===== src/source/sys_arr_pkg.sv =====
`default_nettype none

package sys_arr_pkg;

    // array dimension, sets grid size, queue depth and row width
    localparam int N = 4;

    // data word width, all arithmetic wraps at this width
    localparam int DW = 16;

    // row index width
    localparam int IDX_W = $clog2(N);

    // fill level width, has to reach N itself
    localparam int FILL_W = $clog2(N + 1);

    // one data word
    typedef logic [DW-1:0] word_t;

    // one matrix row, word 0 sits at the most significant end
    typedef word_t [0:N-1] row_t;

    // index of one row in a batch
    typedef logic [IDX_W-1:0] row_idx_t;

    // queue fill level or row count, 0..N
    typedef logic [FILL_W-1:0] fill_t;

endpackage

`default_nettype wire


===== src/source/sys_arr_ctrl_pkg.sv =====
`default_nettype none

package sys_arr_ctrl_pkg;

    // engine phases
    typedef enum logic [1:0] {
        LOAD,
        COMPUTE,
        DRAIN
    } ctrl_state_t;

    // last input enters row N-1 at 2N-2,
    // last bottom sum of column N-1 lands at 3N-2
    localparam int COMPUTE_CYCLES = 3 * sys_arr_pkg::N - 1;

    // schedule counter width, holds up to 3N
    localparam int CNT_W = $clog2(3 * sys_arr_pkg::N + 1);

    // drain phase lasts one beat per result row
    localparam int DRAIN_CYCLES = sys_arr_pkg::N;

endpackage

`default_nettype wire


===== src/source/sysarr_schedule_timer.sv =====
`timescale 1ns/1ps
`default_nettype none

module sysarr_schedule_timer
    import sys_arr_pkg::*;
    import sys_arr_ctrl_pkg::*;
(
    input  logic        clk,
    input  logic        nRST,
    input  ctrl_state_t state,
    output logic [N-1:0] in_shift,
    output logic [N-1:0] ps_shift,
    output logic [N-1:0] out_capture,
    output logic        compute_done,
    output logic        drain_done
);

    // cycles spent in the current phase
    logic [CNT_W-1:0] cnt;
    int               t;

    assign t = int'(cnt);

    // last cycle of each phase
    assign compute_done = (state == COMPUTE) && (t == COMPUTE_CYCLES - 1);
    assign drain_done   = (state == DRAIN) && (t == DRAIN_CYCLES - 1);

    // counter restarts whenever the phase is about to change
    always_ff @(posedge clk, negedge nRST) begin
        if (nRST == 1'b0) begin
            cnt <= '0;
        end else if ((state == LOAD) || compute_done || drain_done) begin
            cnt <= '0;
        end else begin
            cnt <= cnt + 1'b1;
        end
    end

    // skewed windows, row k one cycle behind row k-1
    always_comb begin
        in_shift    = '0;
        ps_shift    = '0;
        out_capture = '0;
        if (state == COMPUTE) begin
            for (int i = 0; i < N; i++) begin
                // X rows enter row i over N cycles starting at i
                in_shift[i] = (t >= i) && (t < i + N);
                // column i bottom sums valid from i+N on
                ps_shift[i]    = (t >= i + N) && (t < i + 2 * N);
                out_capture[i] = (t >= i + N) && (t < i + 2 * N);
            end
        end
    end

endmodule

`default_nettype wire


===== config.mk =====
export PLATFORM = sky130hd
export DESIGN_NAME = sysarr_schedule_timer
export DESIGN_NICKNAME = d
export VERILOG_FILES = /design/src/source/sys_arr_pkg.sv /design/src/source/sys_arr_ctrl_pkg.sv /design/src/source/sysarr_schedule_timer.sv
export SDC_FILE = /design/constraint.sdc
export NUM_CORES = 1
export LEC_CHECK = 0
export ABC_CLOCK_PERIOD_IN_PS = 1500
export BUFFER_PORTS_ARGS = -buffer_cell sky130_fd_sc_hd__clkbuf_2
export CAP_MARGIN = 20
export CELL_PAD_IN_SITES_DETAIL_PLACEMENT = 1
export CELL_PAD_IN_SITES_GLOBAL_PLACEMENT = 2
export CORE_MARGIN = 1
export CORE_UTILIZATION = 24
export CTS_CLUSTER_SIZE = 14
export DETAILED_ROUTE_END_ITERATION = 8
export PLACE_DENSITY = 0.78
export SYNTH_ARGS = -nofsm -noshare
export SYNTH_HDL_FRONTEND = slang
export SYNTH_SLANG_ARGS = --single-unit

===== constraint.sdc =====
create_clock -name clk -period 1.5 [get_ports clk]
set_input_delay 0.075 -clock clk [delete_from_list [all_inputs] [get_ports clk]]
set_output_delay 0.075 -clock clk [all_outputs]
set_load 0.1 [all_outputs]

==> impl_metrics.tcl, run 1 <==
set metrics [dict create \
    status "finished, violations left" \
    failed_checks "negative setup slack" \
    hp-class "primary input to async pin" \
    post_drt_wl_per_cell_um 15.6 \
    gp_congestion 0.738 \
    yosys.area.top_type_share_pct 23.7 \
    grt_pass1_vias 482 \
    path_cells "ha_4, nor4b_4, and2_4, buf_12" \
    antenna_found_initial 0 \
    final_layout_size_suffix_gt1_share_pct 84.9 \
    synth_cells 49 \
    endpoint "drain_done" \
    cp_slowest_cell "dfrtp_2" \
    critPathKind "register to output port" \
    regArea_um2 104 \
    grt_setup_unrepaired "true" \
    dieArea_um2 1930 \
    endpoint_kind "output port" \
    vias 423 \
    r2r-end "cnt[1]" \
    crit_required_ns 1.42 \
    wl_um 1390 \
    critPathLaunch "cnt[0]" \
    die_y_um 44.0 \
    crit_fanout 5 \
    io_buffers 17 \
    via_per_inst 4.75 \
    netlist_area_um2 423 \
    finalMaxSlewViolations 0 \
    synth-seq-cells 4 \
    die_width_um 44.0 \
    syn_avg_cell_area_um2 8.63 \
    dpl_cell_area_um2 803 \
    dp.final_hpwl_um 920 \
    drc 0 \
    hold_viol_final 0 \
    fillers 142 \
    synthTopCellsByArea "dfrtp_1 (24%), ha_1 (12%), nor2_1 (8.0%)" \
    setup_viol 7 \
    place_ws_ns 0.0703 \
    min_period_over_period_pct 103 \
    max_stage_delay_ns 0.45 \
    max_freq_mhz 646 \
    peakVddDrop_v 0.000945 \
    ant_nets 0 \
    reg2reg_slack_ns 0.05 \
    finalPower_w 0.00200 \
    tightest_slew_ns 0.263 \
    clock-sinks 4 \
    multiInputGateArea_um2 472 \
    cts_inserted_buffers 3 \
    cts-root-buf "clkbuf_4" \
    coreArea_um2 1580 \
    insertion_delay_ns 0.23 \
    max-clock-path-buffers 2 \
    cap_violations 0 \
    regMostFlops "cnt" \
    reg_top3 "cnt x4" \
    r2r_cells 5 \
    fin_area_um2 1030 \
    antenna_cells 0 \
    path_clk_slew_ns 0.04 \
    fin_crit_ns 1.55 \
    rows 14 \
    track_usage_pct 17.7 \
    initial_core_util_pct 26.8 \
    nets 83 \
    grt_max_degree 10 \
    cts_tree "built" \
    synthesis.nets 57 \
    synth_top_cell_by_area "dfrtp_1" \
    ys_warn_count 0 \
    largest_reg_flops 4 \
    grt_pass1_wl_um 2460 \
    drtIter0Drc 5 \
    slew_headroom_pct 82.3 \
    powerDensity_nw_per_um2 1950 \
    overflow 0 \
    critPathLaunchType "register" \
    area.growth.synth_to_final_pct 143 \
    setup_ws_ns -0.0469 \
    setup-tns-final_ns -0.158 \
    fin_skew_ns 0.00597 \
    io_pins 18 \
    arrival_ns 1.47 \
    leakage_nw 0.377 \
    cts_max_level 1 \
    yosysSeqAreaShare_pct 23.7 \
    drt-pass1-iter-count 4 \
    reg2reg_from "cnt[1]" \
    yosysUniqueCellTypes 21 \
]
[cells by family (layout without fill, tap and decap cells)]
group	after synthesis	after routing	share of synthesized area, %
AO/OA/AOI/OAI	1	1	1.78
XOR/XNOR	3	3	6.21
adder cells (fa/ha/maj)	4	4	11.8
buffers and inverters	10	34	16.0
flip-flops	4	4	23.7
multiplexers	3	3	7.10
AND/OR/NAND/NOR	24	24	33.4
[synth_stat cells]
cell type	instances
buf_4	4
xnor2_1	2
mux2i_1	3
nand3_1	1
or3_4	1
clkbuf_1	1
dfrtp_1	4
inv_1	3
buf_6	2
nand2_1	1
xor2_1	1
nor2_1	9
and2_1	1
ha_1	4
nor3_1	4
a22oi_1	1
and2b_2	2
nor4b_2	1
nand2b_1	2
nor2b_1	1
nor4bb_1	1
[final cells by class]
type                            instances  share of cell area (%)
Clock buffer                            3                    2.20
Timing Repair Buffer                   28                    38.2
Tap cell                               16                    1.95
Inverter                                3                    1.59
Sequential cell                         4                    10.1
Multi-Input combinational cell         35                    46.0
[metal layers]
metal | track usage, % | vias to the layer above | share of wire (%)
met4 | 3.64 | 0 | 0
met2 | 31.3 | 11 | 55
met1 | 22.4 | 206 | 42
met5 | 0 | - | 0
met3 | 3.33 | 0 | 2.5
li1 | - | 206 | -
[worst max-delay path: cells and delay by family, from the launching register on]
kind / cells / cell delay, ns
adders and majority gates: 1 / 0.21
DFF: 1 / 0.45
and+or+nand+nor: 2 / 0.42
buffers and inverters: 1 / 0.16
[layout by cell type (no fill, tap or decap)]
cell type	synthesis	layout
dlygate4sd3_1	0	1
buf_6	2	3
mux2i_4	0	2
or3_4	1	1
nor3_4	0	4
xnor2_4	0	1
nor2_1	9	2
xor2_1	1	1
inv_4	0	2
buf_4	4	7
buf_12	0	14
clkbuf_4	0	3
nor4b_4	0	1
nor2b_4	0	1
dfrtp_1	4	1
nand2b_1	2	1
and2_4	0	1
dfrtp_2	0	3
inv_1	3	1
nand2_1	1	1
nor2_4	0	5
mux2i_2	0	1
nand3_1	1	1
clkbuf_2	0	3
nor4bb_1	1	1
and2b_2	2	2
nor2_2	0	2
ha_4	0	4
xnor2_1	2	1
a22oi_2	0	1
nand2b_4	0	1
[worst min path at each step]
stage / startpoint / to / slack, ns
final: nRST / cnt[1] / 0.19
after global routing: nRST / cnt[3] / 0.19
after CTS: nRST / cnt[1] / 0.17
after detailed placement: nRST / cnt[1] / -0.12
after global placement: nRST / cnt[1] / -0.12
after floorplan: nRST / cnt[0] / -0.22
[per-stage QoR]
step	utilization, %	hold WS, ns	instances
2_1_floorplan	-	-0.221	49
3_3_place_gp	51.0	-0.119	80
6_report	65.1	0.187	89
4_1_cts	62.4	0.172	88
3_5_place_dp	51.0	-0.117	80
5_1_grt	65.1	0.192	89
[what timing repair did]
item,CTS,global route
pin swaps,8,4
resized for setup,23,9
endpoints found under the setup margin,9,17
endpoints found under the hold margin,4,0
hold buffers,1,0
setup buffers,5,1
[power by group]
| group | internal, W | total [W] | switching [W] | leakage, nW |
|---|---|---|---|---|
| registers | 0.000157 | 0.000241 | 0.0000840 | 0.0475 |
| clock network | 0.0000893 | 0.000131 | 0.0000412 | 0.0138 |
| logic | 0.000706 | 0.00163 | 0.000919 | 0.316 |
(Power assumes the default switching activity.)
==> run 2, diff against run 1 <==
--- a/config.mk
+++ b/config.mk
@@ -5,7 +5,7 @@
 export SDC_FILE = /design/constraint.sdc
 export NUM_CORES = 1
 export LEC_CHECK = 0
-export ABC_CLOCK_PERIOD_IN_PS = 1500
+export ABC_CLOCK_PERIOD_IN_PS = 1700
 export BUFFER_PORTS_ARGS = -buffer_cell sky130_fd_sc_hd__clkbuf_2
 export CAP_MARGIN = 20
 export CELL_PAD_IN_SITES_DETAIL_PLACEMENT = 1
==> constraint.sdc (replaced) <==
create_clock -name clk -period 1.7 [get_ports clk]
set_input_delay 0.085 -clock clk [delete_from_list [all_inputs] [get_ports clk]]
set_output_delay 0.085 -clock clk [all_outputs]
set_load 0.1 [all_outputs]
==> run 2 against run 1 <==
  * The flow now finishes without violations
  * Global-route usage decreased by 4.0 points
  * Core utilization fell by 11 points
  * Worst hold slack worse by 0.00068 ns
  * Power shrank 29%
  * Clock power decreased by 9%
  * Count of clock-buffer cells in the layout stayed put
  * Register-to-register slack better by 0.18 ns
  * Critical path depth increased by 2
  * Sequential power shrank 23%
  * Via count shrank 3.5%
  * Worst setup slack improved by 0.054 ns
  * First-iteration DRC count down 40%
==> impl_metrics.tcl, run 2 (synthesis results as in run 1) <==
set metrics [dict create \
    cts_tree "built" \
    r2r_cells 4 \
    reg2reg_from "cnt[0]" \
    arrival_ns 1.61 \
    antenna_found_initial 0 \
    hp-class "primary input to async pin" \
    peakVddDrop_v 0.000683 \
    fin_skew_ns 0.000798 \
    p_clk_share_pct 8.4 \
    drt-pass1-iter-count 5 \
    grt_max_degree 10 \
    vias 408 \
    path_cells "buf_4, ha_1, nand2b_4, mux2i_1, nor3_2, buf_12" \
    seq_power_share_pct 13.0 \
    cts-root-buf "clkbuf_4" \
    regArea_um2 103 \
    crit_required_ns 1.62 \
    wl_um 1170 \
    drtIter0Drc 3 \
    antenna_cells 0 \
    grt_pass1_wl_um 1930 \
    p_int_w 0.000656 \
    layout.cells.most_common "buf_12" \
    cp_slowest_cell "dfrtp_2" \
    hold_viol_final 0 \
    regMostFlops "cnt" \
    via_per_inst 4.80 \
    post_drt_wl_per_cell_um 13.8 \
    pwr-share-comb_pct 78.6 \
    crit_fanout 5 \
    final_layout_size_suffix_gt1_share_pct 66.7 \
    max_stage_delay_ns 0.43 \
    critPathKind "register to output port" \
    io_buffers 17 \
    cts_inserted_buffers 3 \
    track_usage_pct 13.7 \
    endpoint_kind "output port" \
    leakage_nw 0.345 \
    rows 14 \
    setup_viol 0 \
    fin_crit_ns 1.69 \
    drc 0 \
    ant_nets 0 \
    area.growth.synth_to_final_pct 103 \
    slew_headroom_pct 76.3 \
    reg2reg_slack_ns 0.23 \
    critPathBufInv 2 \
    clock-sinks 4 \
    grt_pass1_vias 439 \
    nets 79 \
    io_pins 18 \
    die_y_um 44.0 \
    tightest_slew_ns 0.353 \
    dp.final_hpwl_um 907 \
    die_width_um 44.0 \
    grt_setup_unrepaired "true" \
    path_delay_family "flip-flops" \
    max-clock-path-buffers 2 \
    fillers 164 \
    max_freq_mhz 591 \
    reg_top3 "cnt x4" \
    overflow 0 \
    min_period_over_period_pct 99.6 \
    powerDensity_nw_per_um2 1660 \
    fin_area_um2 860 \
    path_clk_slew_ns 0.04 \
    critPathLaunchType "register" \
    finalMaxSlewViolations 0 \
    power.switching_w 0.000768 \
    multiInputGateArea_um2 353 \
    power_switching_share_pct 53.9 \
    cts_max_level 1 \
    dieArea_um2 1930 \
    setup-tns-final_ns 0 \
    dpl_cell_area_um2 779 \
    layout_common_cells "buf_12 (14), buf_4 (6), nor2_1 (5)" \
    status "finished clean" \
    cap_violations 0 \
    largest_reg_flops 4 \
    initial_core_util_pct 26.8 \
    gp_congestion 0.722 \
    coreArea_um2 1580 \
    r2r-end "cnt[1]" \
    insertion_delay_ns 0.23 \
]
run 2: cell types whose count changed in the layout (fill, tap and decap cells not counted), sizes merged:
cell	delta
buf	-4
run 2: metal layers:
metal | GRT usage [%] | share of wire (%) | wire [um] | vias up
met5 | 0 | 0 | 0 | -
met4 | 5.45 | 0 | 0 | 0
met3 | 3.75 | 2.7 | 32 | 0
met2 | 23.9 | 56 | 658 | 11
met1 | 15.9 | 41 | 480 | 201
li1 | - | - | - | 196
run 2: power by group through the flow:
stage,Sequential (W),Combinational (W),Clock (W)
floorplan,0.000167,0.000769,0
global placement,0.000188,0.000976,0
detailed placement,0.000189,0.000999,0
CTS,0.000191,0.00101,0.000127
global route,0.000191,0.00117,0.000132
finish,0.000185,0.00112,0.000119
run 2: cell type report:
cell class                      instances  area share, %
Sequential cell                         4           11.9
Clock buffer                            3           2.62
Tap cell                               16           2.33
Multi-Input combinational cell         35           41.0
Inverter                                3           1.31
Timing Repair Buffer                   24           40.8
run 2: per-stage QoR:
step / setup slack (ns) / instances / hold WS (ns) / util, % / total power, W
3_3_place_gp: 0.262 / 78 / -0.106 / 49.4 / 0.00116
2_1_floorplan: -0.378 / 49 / -0.211 / - / 0.000936
5_1_grt: -0.0503 / 85 / 0.197 / 54.5 / 0.00150
4_1_cts: 0.0111 / 82 / 0.174 / 51.6 / 0.00132
3_5_place_dp: 0.220 / 78 / -0.104 / 49.4 / 0.00119
6_report: 0.00694 / 85 / 0.186 / 54.5 / 0.00142
run 2: how the worst max path moves through the flow:
stage | from | to | slack, ns | cells after the start
6_report | cnt[0] | in_shift[1] | 0.007 | 6
5_1_grt | cnt[0] | in_shift[1] | -0.05 | 6
4_1_cts | cnt[0] | ps_shift[1] | 0.01 | 6
3_5_place_dp | cnt[1] | cnt[1] | 0.22 | 4
3_3_place_gp | cnt[1] | out_capture[1] | 0.26 | 6
2_1_floorplan | cnt[1] | in_shift[1] | -0.38 | 5
run 2: worst reg2reg max path: stages (launching register included):
cell     delay (ns)
dfrtp_2        0.43
ha_1           0.26
nor4b_2        0.18
or3_4          0.41
nor2_1         0.12
run 2: what timing repair did:
action,CTS,global route
hold buffers,1,0
buffers inserted,0,3
resized for setup,1,5
pin swaps,0,1
endpoints found under the hold margin,4,0
cloned,0,0
setup endpoints to repair,4,4
==> run 3, diff against run 2 <==
--- a/config.mk
+++ b/config.mk
@@ -5,16 +5,17 @@
 export SDC_FILE = /design/constraint.sdc
 export NUM_CORES = 1
 export LEC_CHECK = 0
+export ABC_AREA = 1
 export ABC_CLOCK_PERIOD_IN_PS = 1700
 export BUFFER_PORTS_ARGS = -buffer_cell sky130_fd_sc_hd__clkbuf_2
 export CAP_MARGIN = 20
 export CELL_PAD_IN_SITES_DETAIL_PLACEMENT = 1
 export CELL_PAD_IN_SITES_GLOBAL_PLACEMENT = 2
 export CORE_MARGIN = 1
-export CORE_UTILIZATION = 24
+export CORE_UTILIZATION = 22
 export CTS_CLUSTER_SIZE = 14
 export DETAILED_ROUTE_END_ITERATION = 8
-export PLACE_DENSITY = 0.78
+export PLACE_DENSITY = 0.79
 export SYNTH_ARGS = -nofsm -noshare
 export SYNTH_HDL_FRONTEND = slang
 export SYNTH_SLANG_ARGS = --single-unit
==> run 3 against run 2 <==
  * Maximum frequency increased by 4.7%
  * Combinational power decreased by 9%
  * Critical path depth unchanged
  * Sequential power rose by 14%
  * Power decreased by 4.8%
  * Register-to-register slack improved by 0.25 ns
  * Sequential cell count unchanged
  * Clock skew up 0.0085 ns
  * Sequential share of layout area grew 0.89 points
  * Highest routed layer unchanged
==> impl_metrics.tcl, run 3 <==
set metrics [dict create \
    path_delay_family "flip-flops" \
    setup-tns-final_ns 0 \
    synth-compound-area-share_pct 8.67 \
    die_width_um 44.9 \
    crit_top_cell "inv_1" \
    finalMaxSlewViolations 0 \
    grt_pass1_vias 432 \
    largest_reg_flops 4 \
    dp.final_hpwl_um 925 \
    cp_slowest_cell "dfrtp_2" \
    synth-seq-cells 4 \
    path_cells "inv_1, ha_1, inv_1, o21ai_2, a21oi_4, buf_12" \
    endpoint_kind "output port" \
    fin_crit_ns 1.62 \
    grt_setup_unrepaired "true" \
    synth_edf_count 0 \
    setup_viol 0 \
    fin_skew_ns 0.00933 \
    max-clock-path-buffers 2 \
    cts_tree "built" \
    io_pins 18 \
    track_usage_pct 13.1 \
    grt_pass1_wl_um 1880 \
    cts_max_level 1 \
    overflow 0 \
    regMostFlops "cnt" \
    synth_top_family_by_area "simple AND/OR/NAND/NOR gates" \
    arrival_ns 1.53 \
    path_clk_slew_ns 0.04 \
    synth_top_cell_by_area "dfrtp_1" \
    utilization_pct 47.5 \
    coreArea_um2 1730 \
    ant_nets 0 \
    synth_fa_ha_area_share_pct 12.4 \
    post_drt_wl_per_cell_um 10.5 \
    final_layout_size_suffix_gt1_share_pct 56.3 \
    tightest_slew_ns 0.350 \
    leakage_nw 0.368 \
    critPathKind "register to output port" \
    antenna_found_initial 0 \
    endpoint "out_capture[1]" \
    holdWs_ns 0.187 \
    dpl_cell_area_um2 748 \
    nets 89 \
    netlist_area_um2 404 \
    reg2reg_from "cnt[1]" \
    yosysSeqAreaShare_pct 24.8 \
    synthMuxAreaShare_pct 0 \
    ys_warn_count 0 \
    r2r_cells 7 \
    clock-sinks 4 \
    reg_top3 "cnt x4" \
    max_stage_delay_ns 0.41 \
    powerDensity_nw_per_um2 1650 \
    status "finished clean" \
    crit_fanout 5 \
    critPathLaunchType "register" \
    reg2reg_slack_ns 0.48 \
    grt_max_degree 8 \
    synth_xor_area_share_pct 4.33 \
    drc 0 \
    insertion_delay_ns 0.23 \
    area.growth.synth_to_final_pct 103 \
    via_per_inst 4.10 \
    finalPower_w 0.00136 \
    min_period_over_period_pct 95.1 \
    synth_commonest_cells "inv_1 (11), nor2_1 (11), buf_4 (5)" \
    drtIter0Drc 0 \
    io_buffers 17 \
    yosysUniqueCellTypes 19 \
    cts-root-buf "clkbuf_4" \
    drt-pass1-iter-count 1 \
    hp-class "primary input to async pin" \
    hold_viol_final 0 \
    ys.flop_type "dfrtp_1" \
    crit_required_ns 1.62 \
    syn_avg_cell_area_um2 6.85 \
    initial_core_util_pct 23.4 \
    antenna_cells 0 \
    slew_headroom_pct 76.4 \
    rows 15 \
    fin_area_um2 820 \
    synth_cells 59 \
    dieArea_um2 2010 \
    vias 431 \
    peakVddDrop_v 0.000751 \
    die_y_um 44.9 \
    cts_inserted_buffers 3 \
    synthesis.nets 67 \
    synthTopCellsByArea "dfrtp_1 (25%), ha_1 (12%), inv_1 (10%)" \
    r2r-end "cnt[0]" \
    path_depth 6 \
    critPathBufInv 3 \
    critPathLaunch "cnt[1]" \
    max_freq_mhz 618 \
    cap_violations 0 \
    yosys.area_share.simple_pct 29.4 \
    layout_common_cells "buf_12 (12), inv_1 (11), nor2_1 (7)" \
    layout.cells.most_common "buf_12" \
    gp_congestion 0.683 \
    yosys.area.top_type_share_pct 24.8 \
    wl_um 1100 \
    async_flop_share_pct 100 \
]
[run 3: changes by cell type after synthesis, moves of 3 or more]
cell,change
a21oi_1,+3
inv_1,+8
mux2i_1,-3
nand2_1,+3
nand2_2,+3
o21ai_0,+3
[run 3: report_power, final]
| group | switching (W) | internal (W) |
|---|---|---|
| clock | 0.0000379 | 0.0000880 |
| combinational | 0.000670 | 0.000348 |
| sequential | 0.0000728 | 0.000138 |
| total | 0.000781 | 0.000574 |
[run 3: worst min-delay path by stage]
| stage | startpoint | end | slack [ns] | cells past startpoint |
|---|---|---|---|---|
| 2_1_floorplan | nRST | cnt[0] | -0.21 | 0 |
| 3_3_place_gp | nRST | cnt[3] | -0.11 | 1 |
| 3_5_place_dp | nRST | cnt[3] | -0.10 | 1 |
| 4_1_cts | nRST | cnt[2] | 0.18 | 2 |
| 5_1_grt | nRST | cnt[1] | 0.18 | 2 |
| 6_report | nRST | cnt[1] | 0.19 | 2 |
[run 3: metal layers]
layer / part of all wire (%) / track usage (%)
met1: 39 / 15.8
met2: 59 / 23.5
met3: 2.0 / 1.20
met4: 0 / 5.45
met5: 0 / 0
[run 3: stage by stage]
step | instances | setup slack [ns]
final | 105 | 0.0828
after global routing | 105 | -0.0155
after CTS | 103 | 0.00333
after detailed placement | 97 | 0.224
after global placement | 97 | 0.259
after floorplan | 59 | -0.335
[run 3: layout make-up]
type                       count  area (um^2)
clock buffer                   4         26.3
fill                         207          907
inverter                      12         45.0
multi-input combinational     38          302
sequential                     4          105
tap                           25         31.3
timing repair buffer          22          310
[run 3: what timing repair did]
item | 4_1_cts | 5_1_grt
pin swaps | 0 | 1
hold endpoints to repair | 4 | 0
setup endpoints to repair | 3 | 7
gates resized for setup | 2 | 3
setup buffers | 1 | 2
hold buffers | 1 | 0
cloned | 0 | 0
[run 3: kinds of logic (layout without fill, tap and decap cells)]
logic type,after synthesis,in the layout
AND/OR/NAND/NOR,25,25
XOR/XNOR,2,2
buffers and inverters,17,38
flip-flops,4,4
AO/OA/AOI/OAI,7,7
adder cells (fa/ha/maj),4,4
